### config.mk
export PLATFORM = sky130hd
export DESIGN_NAME = gat_layer
export DESIGN_NICKNAME = d
export VERILOG_FILES = /design/src/design/gat_pkg.sv /design/src/design/gat_layer.sv /design/src/design/aggregator.sv /design/src/design/coef_fifo.sv /design/src/design/coef_unit.sv
export VERILOG_INCLUDE_DIRS = /design/src /design/src/include
export SDC_FILE = /design/constraint.sdc
export NUM_CORES = 2
export LEC_CHECK = 0
export BUFFER_PORTS_ARGS = -buffer_cell sky130_fd_sc_hd__buf_4
export CORE_ASPECT_RATIO = 1.5
export CORE_MARGIN = 10
export CORE_UTILIZATION = 30
export DETAILED_ROUTE_END_ITERATION = 7
export GPL_TIMING_DRIVEN = 0
export PLACE_DENSITY = 0.54
export SYNTH_ARGS = -nofsm -noshare
export SYNTH_HDL_FRONTEND = slang
export SYNTH_SLANG_ARGS = --single-unit
export TNS_END_PERCENT = 10
### constraint.sdc
create_clock -name clk -period 15.71 [get_ports clk]
set_input_delay 0 -clock clk [delete_from_list [all_inputs] [get_ports clk]]
set_output_delay 0 -clock clk [all_outputs]
set_load 0.1 [all_outputs]
### src/include/gat_cfg.svh
`ifndef GAT_CFG_SVH
`define GAT_CFG_SVH

// Row element and feature count
`define GAT_FEAT_W      8
`define GAT_NUM_FEAT    4
`define GAT_MAX_NODES   8

// Two 4-term dot products plus sign
`define GAT_COEF_W      20
`define GAT_ACC_W       32

// FIFO depth doubles as the input credit count
`define GAT_FIFO_DEPTH  8
`define GAT_OUT_CREDITS 2

// Leaky ReLU slope for negative scores, 1/8
`define GAT_LRELU_SHIFT 3

`endif
### src/design/gat_pkg.sv
`include "gat_cfg.svh"

package gat_pkg;

  typedef logic signed [`GAT_FEAT_W-1:0] feat_t;
  typedef logic signed [`GAT_COEF_W-1:0] coef_t;
  typedef logic signed [`GAT_ACC_W-1:0]  acc_t;

  // One transformed feature row
  typedef struct packed {
    feat_t [`GAT_NUM_FEAT-1:0] feat;
    logic                      first;
    logic                      last;
  } wh_row_t;

  typedef struct packed {
    feat_t [`GAT_NUM_FEAT-1:0] a_self;
    feat_t [`GAT_NUM_FEAT-1:0] a_neigh;
  } attn_vec_t;

  // FIFO word
  typedef struct packed {
    wh_row_t row;
    coef_t   coef;
  } scored_row_t;

  typedef struct packed {
    acc_t [`GAT_NUM_FEAT-1:0] sum;
  } feat_out_t;

endpackage

### src/design/gat_layer.sv
`timescale 1ns/10ps

module gat_layer (
  input  logic                 clk,
  input  logic                 rst_n,
  input  logic                 in_valid_i,
  input  gat_pkg::wh_row_t     in_row_i,
  output logic                 in_credit_o,
  input  gat_pkg::attn_vec_t   attn_i,
  output logic                 out_valid_o,
  output gat_pkg::feat_out_t   out_feat_o,
  input  logic                 out_credit_i
);
  import gat_pkg::*;

  logic        push;
  scored_row_t push_data;
  logic        pop;
  logic        empty;
  scored_row_t rd_data;

  coef_unit u_coef_unit (
    .clk         (clk),
    .rst_n       (rst_n),
    .in_valid_i  (in_valid_i),
    .in_row_i    (in_row_i),
    .attn_i      (attn_i),
    .push_o      (push),
    .push_data_o (push_data)
  );

  // Each pop frees one input credit
  coef_fifo u_coef_fifo (
    .clk         (clk),
    .rst_n       (rst_n),
    .push_i      (push),
    .push_data_i (push_data),
    .pop_i       (pop),
    .rd_data_o   (rd_data),
    .empty_o     (empty),
    .credit_o    (in_credit_o)
  );

  aggregator u_aggregator (
    .clk          (clk),
    .rst_n        (rst_n),
    .rd_data_i    (rd_data),
    .empty_i      (empty),
    .pop_o        (pop),
    .out_credit_i (out_credit_i),
    .out_valid_o  (out_valid_o),
    .out_feat_o   (out_feat_o)
  );

endmodule

### src/design/aggregator.sv
`timescale 1ns/10ps
`include "gat_cfg.svh"

module aggregator (
  input  logic                  clk,
  input  logic                  rst_n,
  input  gat_pkg::scored_row_t  rd_data_i,
  input  logic                  empty_i,
  output logic                  pop_o,
  input  logic                  out_credit_i,
  output logic                  out_valid_o,
  output gat_pkg::feat_out_t    out_feat_o
);
  import gat_pkg::*;

  localparam int NF        = `GAT_NUM_FEAT;
  // One spare bit so an excess credit return is visible
  localparam int CRED_W    = $clog2(`GAT_OUT_CREDITS + 2);
  localparam int ROW_CNT_W = $clog2(`GAT_MAX_NODES + 1);

  logic [CRED_W-1:0]    credit_cnt_q;
  logic [ROW_CNT_W-1:0] row_cnt_q;
  logic                 head_last;
  logic                 emit_take;
  acc_t                 acc_q   [NF];
  acc_t                 acc_nxt [NF];

  // Last row waits in the FIFO until an output credit is held
  assign head_last = rd_data_i.row.last;
  assign pop_o     = !empty_i && (!head_last || (credit_cnt_q != '0));
  assign emit_take = pop_o && head_last;

  always_comb begin
    for (int k = 0; k < NF; k++) begin
      acc_nxt[k] = rd_data_i.coef * rd_data_i.row.feat[k];
      if (!rd_data_i.row.first) begin
        acc_nxt[k] = acc_nxt[k] + acc_q[k];
      end
    end
  end

  always_ff @(posedge clk) begin
    if (pop_o) begin
      acc_q <= acc_nxt;
    end
    if (emit_take) begin
      for (int k = 0; k < NF; k++) begin
        out_feat_o.sum[k] <= acc_nxt[k];
      end
    end
  end

  // Credit is taken when the emit is committed at the last pop
  always_ff @(posedge clk or negedge rst_n) begin
    if (!rst_n) begin
      credit_cnt_q <= CRED_W'(`GAT_OUT_CREDITS);
      out_valid_o  <= 1'b0;
      row_cnt_q    <= '0;
    end else begin
      credit_cnt_q <= credit_cnt_q - CRED_W'(emit_take) + CRED_W'(out_credit_i);
      out_valid_o  <= emit_take;
      if (pop_o) begin
        row_cnt_q <= head_last ? '0 : row_cnt_q + 1'b1;
      end
    end
  end

  a_credit_bound: assert property (
    @(posedge clk) disable iff (!rst_n)
    credit_cnt_q <= CRED_W'(`GAT_OUT_CREDITS)
  ) else $error("aggregator output credits above grant");

  // Subgraph must end within the node limit
  a_subgraph_size: assert property (
    @(posedge clk) disable iff (!rst_n)
    pop_o |-> row_cnt_q < ROW_CNT_W'(`GAT_MAX_NODES)
  ) else $error("aggregator subgraph longer than max nodes");

endmodule

### src/design/coef_fifo.sv
`timescale 1ns/10ps
`include "gat_cfg.svh"

module coef_fifo (
  input  logic                  clk,
  input  logic                  rst_n,
  input  logic                  push_i,
  input  gat_pkg::scored_row_t  push_data_i,
  input  logic                  pop_i,
  output gat_pkg::scored_row_t  rd_data_o,
  output logic                  empty_o,
  output logic                  credit_o
);
  import gat_pkg::*;

  localparam int DEPTH = `GAT_FIFO_DEPTH;
  localparam int PTR_W = $clog2(DEPTH);
  localparam int CNT_W = $clog2(DEPTH + 1);

  scored_row_t      mem [DEPTH];
  logic [PTR_W-1:0] wr_ptr_q;
  logic [PTR_W-1:0] rd_ptr_q;
  logic [CNT_W-1:0] count_q;
  logic             full;

  function automatic logic [PTR_W-1:0] next_ptr(input logic [PTR_W-1:0] ptr);
    return (ptr == PTR_W'(DEPTH - 1)) ? '0 : ptr + 1'b1;
  endfunction

  assign full      = (count_q == CNT_W'(DEPTH));
  assign empty_o   = (count_q == '0);
  assign rd_data_o = mem[rd_ptr_q];

  always_ff @(posedge clk) begin
    if (push_i) begin
      mem[wr_ptr_q] <= push_data_i;
    end
  end

  always_ff @(posedge clk or negedge rst_n) begin
    if (!rst_n) begin
      wr_ptr_q <= '0;
      rd_ptr_q <= '0;
      count_q  <= '0;
      credit_o <= 1'b0;
    end else begin
      credit_o <= pop_i;
      if (push_i) wr_ptr_q <= next_ptr(wr_ptr_q);
      if (pop_i) rd_ptr_q <= next_ptr(rd_ptr_q);
      case ({push_i, pop_i})
        2'b10:   count_q <= count_q + 1'b1;
        2'b01:   count_q <= count_q - 1'b1;
        default: count_q <= count_q;
      endcase
    end
  end

  // Input credits must keep the producer from overrunning
  a_no_overflow: assert property (@(posedge clk) disable iff (!rst_n) push_i |-> !full)
    else $error("coef_fifo push while full");

  a_no_underflow: assert property (@(posedge clk) disable iff (!rst_n) pop_i |-> !empty_o)
    else $error("coef_fifo pop while empty");

endmodule

### src/design/coef_unit.sv
`timescale 1ns/10ps
`include "gat_cfg.svh"

module coef_unit (
  input  logic                  clk,
  input  logic                  rst_n,
  input  logic                  in_valid_i,
  input  gat_pkg::wh_row_t      in_row_i,
  input  gat_pkg::attn_vec_t    attn_i,
  output logic                  push_o,
  output gat_pkg::scored_row_t  push_data_o
);
  import gat_pkg::*;

  logic    s1_valid_q;
  wh_row_t s1_row_q;
  coef_t   neigh_score_q;
  coef_t   self_score_q;
  coef_t   score_sum;
  coef_t   score_lrelu;
  logic    seen_first_q;

  function automatic coef_t dot4(
    input feat_t [`GAT_NUM_FEAT-1:0] a,
    input feat_t [`GAT_NUM_FEAT-1:0] x
  );
    coef_t acc;
    acc = '0;
    for (int k = 0; k < `GAT_NUM_FEAT; k++) begin
      acc += a[k] * x[k];
    end
    return acc;
  endfunction

  // Stage 1 control
  always_ff @(posedge clk or negedge rst_n) begin
    if (!rst_n) begin
      s1_valid_q   <= 1'b0;
      seen_first_q <= 1'b0;
    end else begin
      s1_valid_q <= in_valid_i;
      if (in_valid_i && in_row_i.first) begin
        seen_first_q <= 1'b1;
      end
    end
  end

  // Self score is held until the next target row
  always_ff @(posedge clk) begin
    if (in_valid_i) begin
      s1_row_q      <= in_row_i;
      neigh_score_q <= dot4(attn_i.a_neigh, in_row_i.feat);
      if (in_row_i.first) begin
        self_score_q <= dot4(attn_i.a_self, in_row_i.feat);
      end
    end
  end

  // Leaky ReLU, floor on negative values
  assign score_sum   = self_score_q + neigh_score_q;
  assign score_lrelu = score_sum[`GAT_COEF_W-1] ? (score_sum >>> `GAT_LRELU_SHIFT) : score_sum;

  always_ff @(posedge clk or negedge rst_n) begin
    if (!rst_n) begin
      push_o <= 1'b0;
    end else begin
      push_o <= s1_valid_q;
    end
  end

  always_ff @(posedge clk) begin
    if (s1_valid_q) begin
      push_data_o.row  <= s1_row_q;
      push_data_o.coef <= score_lrelu;
    end
  end

  a_first_before_neigh: assert property (
    @(posedge clk) disable iff (!rst_n)
    in_valid_i && !in_row_i.first |-> seen_first_q
  ) else $error("coef_unit neighbour row before any target row");

endmodule

==> reports/qor.txt <==
PLACED DESIGN
-------------------------------------------------------------------------------------
Number of instances in the placed design                                        11.2k
Detailed-placement wirelength estimate                                      189000 µm
Total of buffers placed on input and output ports                                 231
Placed Area                                                                0.0873 mm²
Routability cong.                                                               0.947

FLOORPLANNING
-------------------------------------------------------------------------------------
Site row count                                                                    232
Die height                                                                     654 µm
Count of pins on the block boundary                                               232
Die extent in x                                                                443 µm
Die area                                                                    0.289 mm²
Initial Util                                                                    0.302
Core Area                                                                   0.266 mm²

GLOBAL ROUTING
-------------------------------------------------------------------------------------
Global-route wire length before repair                                      353000 µm
Maximum number of pins on one net before global-route repair                       57
GRT Total Usage                                                                 0.159
Grt total ovfl                                                                      0
Initial antenna violation count                                                    23
Via count of the first global-routing pass                                      58.8k

SETUP PATH
-------------------------------------------------------------------------------------
Crit start category                                                         flip-flop
Crit path max-delay cell type                                                   buf_1
Critical path's largest stage delay                                           0.85 ns
Arrival time at the worst endpoint                                           12.37 ns
Critical path class                                                      flip-flop to flip-flop
Highest fanout seen on the critical path                                           10
Most used cell along the critical path                                         a21o_1
Endpoint required time on the critical path                                  16.13 ns
Worst setup slack for register-to-register paths                              3.76 ns
Element type at the critical path end                                       flip-flop

SYNTH
-------------------------------------------------------------------------------------
Sequential area share after synthesis                                           0.310
Number of unique standard cell types used by synthesis                             77
Number of flops mapped to enable cells by yosys                                   816
Most used flip-flop cell after synthesis                                     edfxtp_1
Syn nets                                                                         9185
Synth Warn #                                                                        0
Synthesized flop and latch total                                                  832
Area of the mapped netlist                                                 0.0804 mm²
Number of instances in the synthesized netlist                                   7411
Synthesized area divided by synthesized cell count                           10.8 µm²
Proportion of synthesized flip-flops having asynchronous set or reset          0.0192

CLOCK TREE
-------------------------------------------------------------------------------------
H-tree lvl count                                                                    3
TritonCTS clock tree                                                             done
Maximum clock insertion buffer count                                                3
Post-CTS Resized                                                                    0
CTS clk-pin slew, worst paths                                                 0.07 ns
CTS sink cnt                                                                      832
CTS Buf Count                                                                      81
Clock root cell                                                             clkbuf_16
Insertion delay to the later sink of the worst-skew pair                      0.73 ns

CELLS AND AREA
-------------------------------------------------------------------------------------
Layout Nets                                                                      9584
Most frequent cells in the layout                                        inv_1 (1496), fa_1 (1020), edfxtp_1 (816)
Finished Cell Area                                                         0.0904 mm²
Most frequent standard cell in the layout excluding fill and tap cells          inv_1
Layout area overhead                                                            12.5%
Post-layout instance count excluding filler cells                               11.4k
Fraction of layout instances using a drive strength above 1                    0.0864

STA
-------------------------------------------------------------------------------------
Final worst clock skew                                                      0.0594 ns
Period minus WS final                                                        11.95 ns
Tightest Pin Transition                                                       1.47 ns
Fin crit share                                                                  0.761
Highest Clock Rate                                                           83.7 MHz
Max-slew headroom                                                              0.0218
Unrepaired setup endpoints after global routing                                    no
Final total negative setup slack                                                 0 ns
Final Max Slew Viols                                                                0
Final number of setup-violating endpoints                                           0
Hold Vio Cnt, Final                                                                 0

DRT
-------------------------------------------------------------------------------------
First-pass detailed-route iteration total                                           5
Wire length per cell after detailed routing                                   20.3 µm
Total wirelength of the detailed-routed design                              231000 µm
Number of DRC markers after the initial detailed-route iteration                 2720
Remaining antenna violation count                                                   0
Via Count                                                                       53.7k
Residual DRC                                                                        0
Post-detailed-route via-to-cell ratio                                            4.72

WORST HOLD PATH
-------------------------------------------------------------------------------------
Path category of the worst min-delay check                               input port to flip-flop

RUN
-------------------------------------------------------------------------------------
Max-capacitance violation count                                                     0

STATUS
-------------------------------------------------------------------------------------
Status                                                                   complete, no violations

-- state kept, by name, summed over array words and instances (netlist names), 2 cells and up --
| name | count |
|---|---|
| u_coef_unit.push_data_o | 54 |
| u_coef_fifo.wr_ptr_q | 3 |
| u_aggregator.out_feat_o | 128 |
| u_coef_unit.self_score_q | 20 |
| u_aggregator.credit_cnt_q | 2 |
| u_coef_fifo.count_q | 4 |
| u_aggregator.acc_q | 128 |
| u_coef_unit.neigh_score_q | 20 |
| u_coef_unit.s1_row_q | 34 |
| u_coef_fifo.mem | 432 |
| u_coef_fifo.rd_ptr_q | 3 |
-- critical path: cells and delay by family, from the launching register on --
| kind | cells | cell delay (ns) |
|---|---|---|
| compound gates | 14 | 3.50 |
| flops | 1 | 0.40 |
| mux | 1 | 0.67 |
| buf+inv | 8 | 3.86 |
| simple gates | 1 | 0.16 |
| fa+ha+maj | 6 | 2.68 |
| xor+xnor | 2 | 0.37 |
-- layout make-up --
| cell class | count | area [µm²] |
|---|---|---|
| Timing Repair Buffer | 316 | 2830 |
| Multi-Input combinational cell | 4871 | 49100 |
| Buffer | 212 | 827 |
| Clock buffer | 94 | 2120 |
| Fill cell | 26885 | 176000 |
| Sequential cell | 832 | 24900 |
| Tap cell | 3510 | 4390 |
| Inverter | 1496 | 5620 |
| Clock inverter | 49 | 589 |
| Antenna cell | 4 | 10.0 |
-- through the flow --
stage | setup WS [ns] | util | hold slack [ns]
final | 3.76 | 0.339 | 0.0649
after global routing | 3.26 | 0.339 | 0.0669
after CTS | 3.66 | 0.339 | 0.0354
after detailed placement | 3.75 | 0.328 | -0.0860
after global placement | -1.77 | 0.325 | -0.0864
after floorplan | 3.67 | - | -0.296
-- worst paths after layout --
kind                            depth (start not counted)                                     to                                start
worst min register to register                          0  u_coef_unit.push_data_o[20]$_DFFE_PP_    u_coef_unit.s1_row_q[0]$_DFFE_PP_
max in group asynchronous                               3       u_coef_unit.s1_valid_q$_DFF_PN0_                                rst_n
min in group asynchronous                               3     u_aggregator.out_valid_o$_DFF_PN0_                                rst_n
worst min-delay path                                    2      u_coef_unit.s1_row_q[0]$_DFFE_PP_                          in_row_i[0]
worst max register to register                         32       u_aggregator.acc_q[94]$_DFFE_PP_  u_coef_fifo.rd_ptr_q[2]$_DFFE_PN0P_
worst max-delay path                                   32       u_aggregator.acc_q[94]$_DFFE_PP_  u_coef_fifo.rd_ptr_q[2]$_DFFE_PN0P_
-- metal layers --
layer | GRT usage | share of wire | up-vias
li1 | - | - | 24591
met4 | 0.0795 | 0.058 | 14
met1 | 0.168 | 0.36 | 27451
met5 | 0 | 0.00041 | -
met2 | 0.308 | 0.54 | 1219
met3 | 0.0187 | 0.037 | 407
-- cells by family after synthesis --
| logic type | count (synthesis) | synth area share |
|---|---|---|
| AND/OR/NAND/NOR | 1792 | 0.105 |
| adder cells (fa/ha/maj) | 1672 | 0.355 |
| buffers and inverters | 1708 | 0.0800 |
| flip-flops | 832 | 0.310 |
| AO/OA/AOI/OAI | 812 | 0.0638 |
| XOR/XNOR | 389 | 0.0424 |
| multiplexers | 206 | 0.0431 |
-- timing repair --
action / in CTS / in global routing
endpoints found under the hold margin: 110 / 0
hold buffers: 40 / 0
buffers inserted: 0 / 0
-- synth_stat cells, types with 51 or more instances --
cell type | instances | share of area
inv_1 | 1496 | 0.070
fa_1 | 1020 | 0.25
edfxtp_1 | 816 | 0.30
nor2_1 | 697 | 0.033
ha_1 | 652 | 0.10
nand2_1 | 369 | 0.017
and2_1 | 301 | 0.023
xnor2_1 | 299 | 0.033
a21oi_1 | 248 | 0.015
o21ai_0 | 204 | 0.013
clkbuf_1 | 187 | 0.0087
mux4_2 | 108 | 0.030
nor2b_1 | 106 | 0.0082
a21o_1 | 100 | 0.0093
nand2b_1 | 90 | 0.0070
xor2_1 | 90 | 0.0098
or2_2 | 76 | 0.0059
mux2i_1 | 60 | 0.0075
o21bai_1 | 51 | 0.0048
Power is not shown: default switching activity piles up to over one toggle a cycle in this logic, so the estimate is an artifact.
